<file path="src/hdl/alu_pkg.sv">
// ======================================================================
// Shared definitions for the registered 16-bit ALU.
// Holds the data widths, the operation encoding and the packed request,
// flag and response records that travel between the ALU blocks.
// Modules take these with a wildcard import in their header.
// ======================================================================
`default_nettype none

package alu_pkg;

  // Data width of the ALU and of the adder behind it.
  localparam int alu_width = 16;

  // Each lookahead group covers this many bits.
  localparam int cla_group_width = 4;

  // Number of groups under the second-level lookahead unit.
  localparam int cla_num_groups = alu_width / cla_group_width;

  // One data word, as seen on the operands and the result.
  typedef logic [alu_width-1:0] alu_word_t;

  // Operand or sum slice handled by a single lookahead group.
  typedef logic [cla_group_width-1:0] cla_nibble_t;

  // Operation select. The arithmetic ops come first.
  typedef enum logic [2:0] {
    op_add = 3'd0,
    op_sub = 3'd1,
    op_and = 3'd2,
    op_or  = 3'd3,
    op_xor = 3'd4
  } alu_op_t;

  // A request carries the operation and both operands.
  typedef struct packed {
    alu_op_t   op;
    alu_word_t a;
    alu_word_t b;
  } alu_req_t;

  // Condition flags. Carry set on a subtract means no borrow occurred.
  typedef struct packed {
    logic carry;
    logic overflow;
    logic zero;
    logic negative;
  } alu_flags_t;

  // A response is the result word with its flags.
  typedef struct packed {
    alu_word_t  result;
    alu_flags_t flags;
  } alu_rsp_t;

endpackage

`default_nettype wire

</file>
<file path="src/hdl/alu_core.sv">
// ======================================================================
// Combinational ALU core.
// Selects the operation, turns a subtract into an add of the inverted
// operand with carry in set, and forms the carry, overflow, zero and
// negative flags. Logic operations go around the adder.
// ======================================================================
`default_nettype none

module alu_core import alu_pkg::*; (
  input  wire alu_req_t req,
  output alu_rsp_t      rsp
);

  // Operand and carry as presented to the adder.
  alu_word_t adder_b;
  logic      adder_cin;

  // Adder outputs.
  alu_word_t adder_sum;
  logic      adder_cout;

  // High for add and subtract.
  logic is_arith;

  // Selected result word.
  alu_word_t result;

  // Signed overflow of the adder, valid for arithmetic only.
  logic adder_ovf;

  // A subtract is a plus the two's complement of b. The inversion is
  // done here, and the +1 comes in as the adder carry.
  assign adder_b   = (req.op == op_sub) ? ~req.b : req.b;
  assign adder_cin = (req.op == op_sub);

  cla_adder16 i_cla_adder16 (
    .a    (req.a),
    .b    (adder_b),
    .cin  (adder_cin),
    .sum  (adder_sum),
    .cout (adder_cout)
  );

  always_comb begin
    is_arith = 1'b0;
    result   = '0;
    case (req.op)
      op_add, op_sub: begin
        is_arith = 1'b1;
        result   = adder_sum;
      end
      op_and:  result = req.a & req.b;
      op_or:   result = req.a | req.b;
      op_xor:  result = req.a ^ req.b;
      // Unused encodings give a zero result with no carry.
      default: result = '0;
    endcase
  end

  // Overflow happens when both adder inputs have the same sign and
  // the sum comes out with the other sign.
  assign adder_ovf = (req.a[alu_width-1] == adder_b[alu_width-1]) &&
                     (adder_sum[alu_width-1] != req.a[alu_width-1]);

  assign rsp.result         = result;
  assign rsp.flags.carry    = is_arith & adder_cout;
  assign rsp.flags.overflow = is_arith & adder_ovf;

  // Zero and negative look at the result only.
  assign rsp.flags.zero     = (result == '0);
  assign rsp.flags.negative = result[alu_width-1];

endmodule

`default_nettype wire

</file>
<file path="src/hdl/alu_top.sv">
// ======================================================================
// Registered 16-bit ALU.
// Drive in_valid high for one cycle with a request on req. The matching
// response appears on rsp, with out_valid high for one cycle, two
// cycles later. A new request may enter every cycle, and responses
// leave in order. There is no back-pressure.
// ======================================================================
`default_nettype none

module alu_top import alu_pkg::*; (
  input  wire logic     clk,
  input  wire logic     rst,
  input  wire logic     in_valid,
  input  wire alu_req_t req,
  output logic          out_valid,
  output alu_rsp_t      rsp
);

  // Request stage.
  alu_req_t req_q;
  logic     req_valid_q;

  // Core output, read by the response stage.
  alu_rsp_t core_rsp;

  // The request payload only loads on a valid strobe.
  always_ff @(posedge clk) begin
    if (in_valid) begin
      req_q <= req;
    end
  end

  alu_core i_alu_core (
    .req (req_q),
    .rsp (core_rsp)
  );

  // Valid pipeline and response register.
  always_ff @(posedge clk) begin
    if (rst) begin
      req_valid_q <= 1'b0;
      out_valid   <= 1'b0;
      rsp         <= '0;
    end else begin
      req_valid_q <= in_valid;
      out_valid   <= req_valid_q;
      if (req_valid_q) begin
        rsp <= core_rsp;
      end
    end
  end

  // Every response strobe traces back to a request two cycles earlier.
  a_latency: assert property (@(posedge clk) disable iff (rst)
    out_valid |-> $past(in_valid, 2));

  // The zero flag must match the registered result word.
  a_zero_flag: assert property (@(posedge clk) disable iff (rst)
    out_valid |-> (rsp.flags.zero == (rsp.result == '0)));

  // Reset clears both stages of the strobe pipeline.
  a_reset_quiet: assert property (@(posedge clk)
    rst |=> (!out_valid && !req_valid_q));

endmodule

`default_nettype wire

</file>
<file path="src/hdl/cla_adder16.sv">
// ======================================================================
// Second-level 16-bit carry-lookahead adder.
// Four 4-bit groups report generate and propagate to one top-level
// lookahead unit, which sends each group its carry in. The carry out is
// formed from the 16-bit generate and propagate and the carry in.
// The caller, normally the ALU core, supplies the carry in.
// ======================================================================
`default_nettype none

module cla_adder16 import alu_pkg::*; (
  input  wire alu_word_t a,
  input  wire alu_word_t b,
  input  wire logic      cin,
  output alu_word_t      sum,
  output logic           cout
);

  // Group generate and propagate, one pair per 4-bit group.
  logic [cla_num_groups-1:0] grp_g;
  logic [cla_num_groups-1:0] grp_p;

  // Carry into each group. Group 0 takes the adder carry in.
  logic [cla_num_groups-1:0] grp_carry;

  // Carries from the top lookahead unit into groups 1 to 3.
  logic [cla_num_groups-2:0] top_carry;

  // Generate and propagate across the full word.
  logic word_g;
  logic word_p;

  // One 4-bit group per slice of the word.
  for (genvar gi = 0; gi < cla_num_groups; gi++) begin : g_group
    cla_group4 i_cla_group4 (
      .a       (a[gi*cla_group_width +: cla_group_width]),
      .b       (b[gi*cla_group_width +: cla_group_width]),
      .cin     (grp_carry[gi]),
      .sum     (sum[gi*cla_group_width +: cla_group_width]),
      .group_g (grp_g[gi]),
      .group_p (grp_p[gi])
    );
  end

  // The same lookahead unit, now working on whole groups.
  cla_lookahead i_cla_lookahead_top (
    .g       (grp_g),
    .p       (grp_p),
    .cin     (cin),
    .carry   (top_carry),
    .group_g (word_g),
    .group_p (word_p)
  );

  assign grp_carry = {top_carry, cin};

  // Only the outermost level needs a real carry out.
  assign cout = word_g | (word_p & cin);

endmodule

`default_nettype wire

</file>
<file path="src/hdl/cla_group4.sv">
// ======================================================================
// First-level 4-bit carry-lookahead adder.
// Builds per-bit generate, propagate and sum terms and takes its inner
// carries from one lookahead unit instead of rippling them. The group
// generate and propagate feed the second-level lookahead unit above.
// ======================================================================
`default_nettype none

module cla_group4 import alu_pkg::*; (
  input  wire cla_nibble_t a,
  input  wire cla_nibble_t b,
  input  wire logic        cin,
  output cla_nibble_t      sum,
  output logic             group_g,
  output logic             group_p
);

  // Per-bit generate and propagate.
  cla_nibble_t bit_g;
  cla_nibble_t bit_p;

  // Carries out of the lookahead unit, positions 1 to 3.
  logic [cla_group_width-2:0] inner_carry;

  // Carry into each bit. Bit 0 takes the group carry in directly.
  cla_nibble_t bit_carry;

  // The bit cell is a full adder that reports generate and propagate
  // instead of a carry out.
  // Propagate uses OR rather than XOR. That is still correct for the
  // carries, because when both bits are set the generate term already
  // covers the carry.
  assign bit_g = a & b;
  assign bit_p = a | b;

  cla_lookahead i_cla_lookahead (
    .g       (bit_g),
    .p       (bit_p),
    .cin     (cin),
    .carry   (inner_carry),
    .group_g (group_g),
    .group_p (group_p)
  );

  assign bit_carry = {inner_carry, cin};

  // Sum bits use the XOR of the operands, never the OR propagate.
  assign sum = a ^ b ^ bit_carry;

endmodule

`default_nettype wire

</file>
<file path="src/hdl/cla_lookahead.sv">
// ======================================================================
// Four-wide carry-lookahead unit.
// Takes four generate/propagate pairs and a carry in, and returns the
// carries into positions 1 to 3 together with the group generate and
// group propagate. Used both inside a 4-bit group and at the top level.
// ======================================================================
`default_nettype none

module cla_lookahead import alu_pkg::*; (
  input  wire logic [cla_group_width-1:0] g,
  input  wire logic [cla_group_width-1:0] p,
  input  wire logic                       cin,
  output logic      [cla_group_width-2:0] carry,
  output logic                            group_g,
  output logic                            group_p
);

  // Every carry is written out in flat sum-of-products form.
  // No carry depends on another carry, so all of them settle
  // after the same two gate levels.

  // Carry into position 1.
  assign carry[0] = g[0] | (p[0] & cin);

  // Carry into position 2.
  assign carry[1] = g[1] |
                    (p[1] & g[0]) |
                    (p[1] & p[0] & cin);

  // Carry into position 3.
  assign carry[2] = g[2] |
                    (p[2] & g[1]) |
                    (p[2] & p[1] & g[0]) |
                    (p[2] & p[1] & p[0] & cin);

  // The group generates a carry when some position generates one
  // and every position above it passes that carry on.
  assign group_g = g[3] |
                   (p[3] & g[2]) |
                   (p[3] & p[2] & g[1]) |
                   (p[3] & p[2] & p[1] & g[0]);

  // The group passes an incoming carry only if every position does.
  assign group_p = &p;

endmodule

`default_nettype wire

</file>
<file path="config.mk">
export PLATFORM = sky130hd
export DESIGN_NAME = alu_top
export DESIGN_NICKNAME = d
export VERILOG_FILES = /design/src/hdl/alu_pkg.sv /design/src/hdl/alu_core.sv /design/src/hdl/alu_top.sv /design/src/hdl/cla_adder16.sv /design/src/hdl/cla_group4.sv /design/src/hdl/cla_lookahead.sv
export SDC_FILE = /design/constraint.sdc
export NUM_CORES = 1
export LEC_CHECK = 0
export ABC_AREA = 1
export BUFFER_PORTS_ARGS = -buffer_cell sky130_fd_sc_hd__buf_2
export CAP_MARGIN = 10
export CORE_MARGIN = 2
export CORE_UTILIZATION = 50
export DETAILED_ROUTE_END_ITERATION = 7
export MAX_ROUTING_LAYER = met4
export PLACE_DENSITY = 0.81
export SETUP_SLACK_MARGIN = 0.05
export SYNTH_ARGS = -nofsm -noshare
export SYNTH_HDL_FRONTEND = slang
export SYNTH_SLANG_ARGS = --single-unit
</file>
<file path="constraint.sdc">
create_clock -name clk -period 5 [get_ports clk]
set_input_delay 0.5 -clock clk [delete_from_list [all_inputs] [get_ports clk]]
set_output_delay 0.5 -clock clk [all_outputs]
set_load 0.03 [all_outputs]
</file>
Word-level counts from Yosys, hierarchy flattened. Cells that the tools add are included.

Eq/ne operators: 6. Muxes and demuxes: 3. Bitwise operators: 139. Reductions and logical operators: 9.

Operator list (number): $and A1 B1 Y1 (73); $pmux W16 S4 (1); $or A1 B1 Y1 (46); $xor A4 B4 Y4 (8); $and A16 B16 Y16 (1); $and A4 B4 Y4 (4); $logic_not A16 Y1 (1); $mux W16 (1); $not A16 Y16 (1); $or A16 B16 Y16 (1); $or A4 B4 Y4 (4); $reduce_and A16 Y1 (1); $reduce_and A4 Y1 (4); $xor A16 B16 Y16 (1); $eq A3 B2 Y1 const B (2); $eq A3 B1 Y1 const B (1); $eq A3 B3 Y1 const B (1); $logic_not A3 Y1 (1); $reduce_or A2 Y1 (1); $eq A1 B1 Y1 (1); $logic_and A1 B1 Y1 (1); $mux W1 (1); $ne A1 B1 Y1 (1).

Flip-flop bits (word level): 57. Bits of input ports: 38. Output and inout bits: 21. Word-level logic and storage cells: 167.

Depth between registers and ports, before layout.
Depth in word-level cells: 17. Depth in mapped cells: 31.

Hierarchy. Synthesis repeated with hierarchy kept, for this count alone.

Cell total of the unflattened synthesis: 697. Area total of the unflattened synthesis: 4845.9 um^2.

Modules (own cells, without submodules): alu_top (instances 1, cells an instance 169, area each 2003.2 um^2, sequential area each 1491.4 um^2); alu_core (instances 1, cells an instance 265, area each 1525.2 um^2, sequential area each 0.0 um^2); cla_group4 (instances 4, cells an instance 40, area each 220.2 um^2, sequential area each 0.0 um^2); cla_lookahead (instances 5, cells an instance 20, area each 85.1 um^2, sequential area each 0.0 um^2); cla_adder16 (instances 1, cells an instance 3, area each 11.3 um^2, sequential area each 0.0 um^2).

Worst setup path after synthesis. OpenSTA, ideal clock, no wires.

Path type: reg-to-reg. Start: register req_q[33] in the netlist's numbering. End: register rsp[1] in the netlist's numbering. Library setup time: 0.071 ns. Data arrival time: 3.455 ns. Data required time: 4.929 ns. Slack: 1.474 ns. Stages on the path, launching flop included: 26. Path buffers: 1. Period minus slack after synthesis: 3.526 ns. Cells stage by stage: edfxtp_1 > nor2_2 > nand2_4 > buf_2 > xor2_1 > inv_1 > ha_1 > a21oi_1 > nand3_2 > nand2_1 > nand2_1 > fa_1 > or2_2 > nand3_1 > nand2_1 > nor2_1 > nand2_1 > nor2_1 > nand2_1 > nor2_1 > nand2_1 > nor2_1 > nand2_1 > nor2_1 > nand3_1 > a21oi_1.

Word-level cells in the longest chain between the ends: 16. Elaborated cells on any way between the ends: 127. Classes of those cells: 4 x eq/ne; 2 x mux; 115 x bitwise; 6 x reduce/logical.

Ends and longest elaborated chain: start, declared (RTL line alu_top.sv:20) `alu_req_t req_q;`; start signal, assigned (RTL line alu_top.sv:29) `req_q <= req;`; $eq A3 B1 Y1 (RTL line alu_core.sv:33, alu_core.sv:34, alu_core.sv:47); $mux W16 (RTL line alu_core.sv:33) `assign adder_b = (req.op == op_sub) ? ~req.b : req.b;`; $or A4 B4 Y4 or $and A4 B4 Y4 (tied branches) (RTL line cla_group4.sv:34, cla_group4.sv:33); $and A1 B1 Y1, on equally long branches (RTL line cla_lookahead.sv:39, cla_lookahead.sv:40, cla_lookahead.sv:41); $or A1 B1 Y1 (tied with other cells) (RTL line cla_lookahead.sv:38) `assign group_g = g[3] |`; $or A1 B1 Y1 or $and A1 B1 Y1 (tied branches) (RTL line cla_lookahead.sv:39, cla_lookahead.sv:41); $or A1 B1 Y1 (RTL line cla_lookahead.sv:40) `(p[3] & p[2] & g[1]) |`; $and A1 B1 Y1 (RTL line cla_lookahead.sv:32) `(p[2] & g[1]) |`; $or A1 B1 Y1 (RTL line cla_lookahead.sv:31) `assign carry[2] = g[2] |`; $or A1 B1 Y1 (RTL line cla_lookahead.sv:32); $or A1 B1 Y1 (RTL line cla_lookahead.sv:33) `(p[2] & p[1] & g[0]) |`; $and A1 B1 Y1, on equally long branches (RTL line cla_lookahead.sv:23, cla_lookahead.sv:28, cla_lookahead.sv:34); $or A1 B1 Y1, on equally long branches (RTL line cla_lookahead.sv:23, cla_lookahead.sv:27, cla_lookahead.sv:33); $xor A4 B4 Y4 (RTL line cla_group4.sv:48) `assign sum = a ^ b ^ bit_carry;`; $pmux W16 S4 (*) (RTL line alu_core.sv:47) `case (req.op)`; $logic_not A16 Y1 (*) (RTL line alu_core.sv:70) `assign rsp.flags.zero = (result == '0);`; end signal, assigned (RTL line alu_top.sv:48) `rsp <= core_rsp;`; end, declared (RTL line alu_top.sv:16) `output alu_rsp_t rsp`.

Every way passes the cells marked *; elsewhere a longest branch is shown, timed or not. A chain may end at the register's enable or synchronous reset.

Worst setup path after layout. Ends and elaborated chain as after synthesis.

==> load_flow_metrics.sql <==
INSERT INTO impl_metrics (metric_group, metric, value, unit) VALUES
('outcome', 'outcome', 'complete, no violations', ''),
('clock_network', 'clockBufferDepth', '2', ''),
('global_route', 'grt_remaining_overflow', '0', ''),
('global_route', 'antenna_violations_before_repair', '0', ''),
('pwr', 'p_sw_frac', '0.336', ''),
('sta', 'max_freq', '0.246', 'GHz'),
('yosys', 'post-synth-top-area-cell', 'edfxtp_1', ''),
('yosys', 'synthFlopType', 'edfxtp_1', ''),
('die', 'fp.dieArea', '8790', 'um^2'),
('global_route', 'grt_max_degree', '37', ''),
('clock_network', 'ctsHtreeMaxLevel', '2', ''),
('min_path', 'min_path_type', 'in2reg', ''),
('yosys', 'yosys-top-cells-area', 'edfxtp_1 26%, ha_1 19%, dfxtp_1 10%, nand2_1 9.2%, inv_1 8.6%', ''),
('placed_design', 'place_congestion', '0.870', ''),
('die', 'die_w', '93.8', 'um'),
('die', 'core_area', '7770', 'um^2'),
('pwr', 'share_seq_of_total_power', '0.439', ''),
('yosys', 'ys_async_sr_fraction', '0', ''),
('yosys', 'post_synth.cell_area_avg', '8.14', 'um^2'),
('yosys', 'synth.top_cells.by_count', '99 x nand2_1, 92 x inv_1, 62 x ha_1', ''),
('drt', 'drt_pass1_iterations', '5', ''),
('sta', 'fin_skew', '0.00983', 'ns'),
('worst_setup_path', 'setup.reg_to_reg.worst_slack', '0.94', 'ns'),
('placed_design', 'dp_cell_count', '643', ''),
('pwr', 'clock_power_share', '0.262', ''),
('clock_network', 'cts.root.buffer_cell', 'clkbuf_8', ''),
('yosys', 'synth_cell_types', '34', ''),
('clock_network', 'ctsResizeCount', '0', ''),
('pwr', 'comb_power_share', '0.299', ''),
('drt', 'vias_per_cell', '4.96', ''),
('drt', 'wire_per_inst', '13.2', 'um'),
('pwr', 'net-switching-power', '0.430', 'mW'),
('worst_setup_path', 'critPathLaunch', 'req_q[33]$_DFFE_PP_', ''),
('layout', 'post_layout_nonfiller_instances', '652', ''),
('yosys', 'yosysWarningCount', '0', ''),
('layout', 'count_of_nets_after_finishing', '652', ''),
('yosys', 'synth_register_bits', '56', ''),
('sta', 'slew-limit-headroom', '0.417', ''),
('worst_setup_path', 'worst_reg_to_reg_path_cell_count', '26', ''),
('drt', 'drt_iter0_markers', '197', ''),
('clock_network', 'post_cts.repair.setup_buffers', '0', ''),
('yosys', 'synth-edff-count', '35', ''),
('worst_setup_path', 'critical_path.max_stage_delay', '0.49', 'ns'),
('layout', 'antenna_cells', '0', ''),
('yosys', 'seq_area_frac_synth', '0.365', ''),
('worst_setup_path', 'crit_required', '5.25', 'ns'),
('worst_setup_path', 'reg2reg_to', 'rsp[1]$_SDFFE_PP0P_', ''),
('placed_design', 'numPortBuffers', '58', ''),
('sta', 'fin_crit_sh', '0.812', ''),
('clock_network', 'cts_made_buffers', '5', ''),
('global_route', 'global_route_wire_length_before_repair', '14800', 'um'),
('layout', 'ff_latch_area', '1470', 'um^2'),
('layout', 'drive_gt1_frac', '0.149', ''),
('worst_setup_path', 'timing.critical_path.to', 'rsp[1]$_SDFFE_PP0P_', ''),
('yosys', 'net_count_after_synthesis', '598', ''),
('clock_network', 'cts.clk_slew.worst_paths', '0.10', 'ns'),
('worst_setup_path', 'critical-path-slowest-cell', 'edfxtp_1', ''),
('worst_setup_path', 'critical_path_arrival', '4.32', 'ns'),
('sta', 'setup_viol', '0', ''),
('global_route', 'number_of_global_route_vias_before_repair', '3280', ''),
('pwr', 'vdd_ir_drop_max', '0.156', 'mV'),
('worst_setup_path', 'critPathKind', 'reg2reg', ''),
('sta', 'unrepaired_setup_endpoints_after_global_routing', 'no', ''),
('worst_setup_path', 'crit_path_frequent_cell', 'nand2_1', ''),
('die', 'ioPinCount', '59', ''),
('run', 'max_cap_viol_count', '0', ''),
('clock_network', 'cts-hold-fix-buffers', '0', ''),
('worst_setup_path', 'rr_startpoint', 'req_q[33]$_DFFE_PP_', ''),
('placed_design', 'detailed_placement_hpwl', '6510', 'um'),
('clock_network', 'clk_latency', '0.31', 'ns'),
('worst_setup_path', 'critPathCaptureType', 'register', '');
## cell type report
cell class	count	area share
Timing Repair Buffer	60	0.0684
Multi-Input combinational cell	332	0.470
Clock buffer	6	0.0208
Clock inverter	2	0.00858
Tap cell	102	0.0282
Sequential cell	56	0.326
Inverter	94	0.0781
## per-stage QoR
| stage | instance area (um^2) | setup slack (ns) | util |
|---|---|---|---|
| after global routing | 4520 | 0.442 | 0.582 |
| final | 4520 | 0.938 | 0.582 |
| after floorplan | 4030 | 1.47 | - |
| after CTS | 4510 | 0.944 | 0.580 |
| after global placement | 4380 | 1.23 | 0.563 |
| after detailed placement | 4380 | 1.01 | 0.563 |
## flip-flops by register name, summed over array words and instances (netlist names)
signal       flops
req_valid_q      1
req_q           35
rsp             19
out_valid        1
## worst max-delay path: cells and delay by family, from the launching register on
kind | cells | cell delay (ns)
adders and majority gates | 2 | 0.62
AOI/OAI and AO/OA | 3 | 0.39
buffers and inverters | 2 | 0.12
DFF | 1 | 0.49
xor gates and xnor gates | 1 | 0.28
and+or+nand+nor | 18 | 2.08
## placed cells by master (no fill, tap or decap), types with 3 or more instances in the layout
cell	synthesis	final
edfxtp_1	35	35
a221oi_1	6	6
o21ai_0	15	15
dfxtp_1	21	21
a21oi_1	19	19
inv_1	92	92
or2_2	4	4
nand2_1	99	99
nor2_1	58	58
nand3_2	3	3
o211ai_1	6	6
clkbuf_8	0	5
xor2_1	15	15
fa_1	3	3
nand3_1	24	24
ha_1	62	62
buf_2	2	58
## kinds of logic after synthesis
logic type,share of synthesized area
XOR/XNOR,0.0326
adder cells (fa/ha/maj),0.208
AND/OR/NAND/NOR,0.212
AO/OA/AOI/OAI,0.0755
buffers and inverters,0.107
flip-flops,0.365
## worst min path at each step
| stage | startpoint | end | slack [ns] | depth (start not counted) |
|---|---|---|---|---|
| 2_1_floorplan | req_q[31]$_DFFE_PP_ | rsp[2]$_SDFFE_PP0P_ | 0.58 | 3 |
| 3_3_place_gp | rsp[3]$_SDFFE_PP0P_ | rsp[3]$_SDFFE_PP0P_ | 0.46 | 2 |
| 3_5_place_dp | rsp[3]$_SDFFE_PP0P_ | rsp[3]$_SDFFE_PP0P_ | 0.46 | 2 |
| 4_1_cts | req[10] | req_q[10]$_DFFE_PP_ | 0.34 | 1 |
| 5_1_grt | req[9] | req_q[9]$_DFFE_PP_ | 0.34 | 1 |
| 6_report | req[15] | req_q[15]$_DFFE_PP_ | 0.35 | 1 |
## per-layer routing
layer / GRT usage / wire [um] / vias up / part of all wire
met5: - / 0 / - / 0
met4: 0.0556 / 101 / 0 / 0.012
met3: 0.0313 / 511 / 8 / 0.060
met2: 0.379 / 4300 / 92 / 0.50
met1: 0.266 / 3670 / 1473 / 0.43
li1: - / - / 1663 / -
## power groups by stage
stage | Combinational, mW | Clock, mW | Sequential (mW)
2_1_floorplan | 0.264 | 0 | 0.580
3_3_place_gp | 0.360 | 0 | 0.569
3_5_place_dp | 0.377 | 0 | 0.571
4_1_cts | 0.380 | 0.344 | 0.561
5_1_grt | 0.445 | 0.359 | 0.566
6_report | 0.383 | 0.335 | 0.561
Power figures use the tool's default switching activity.
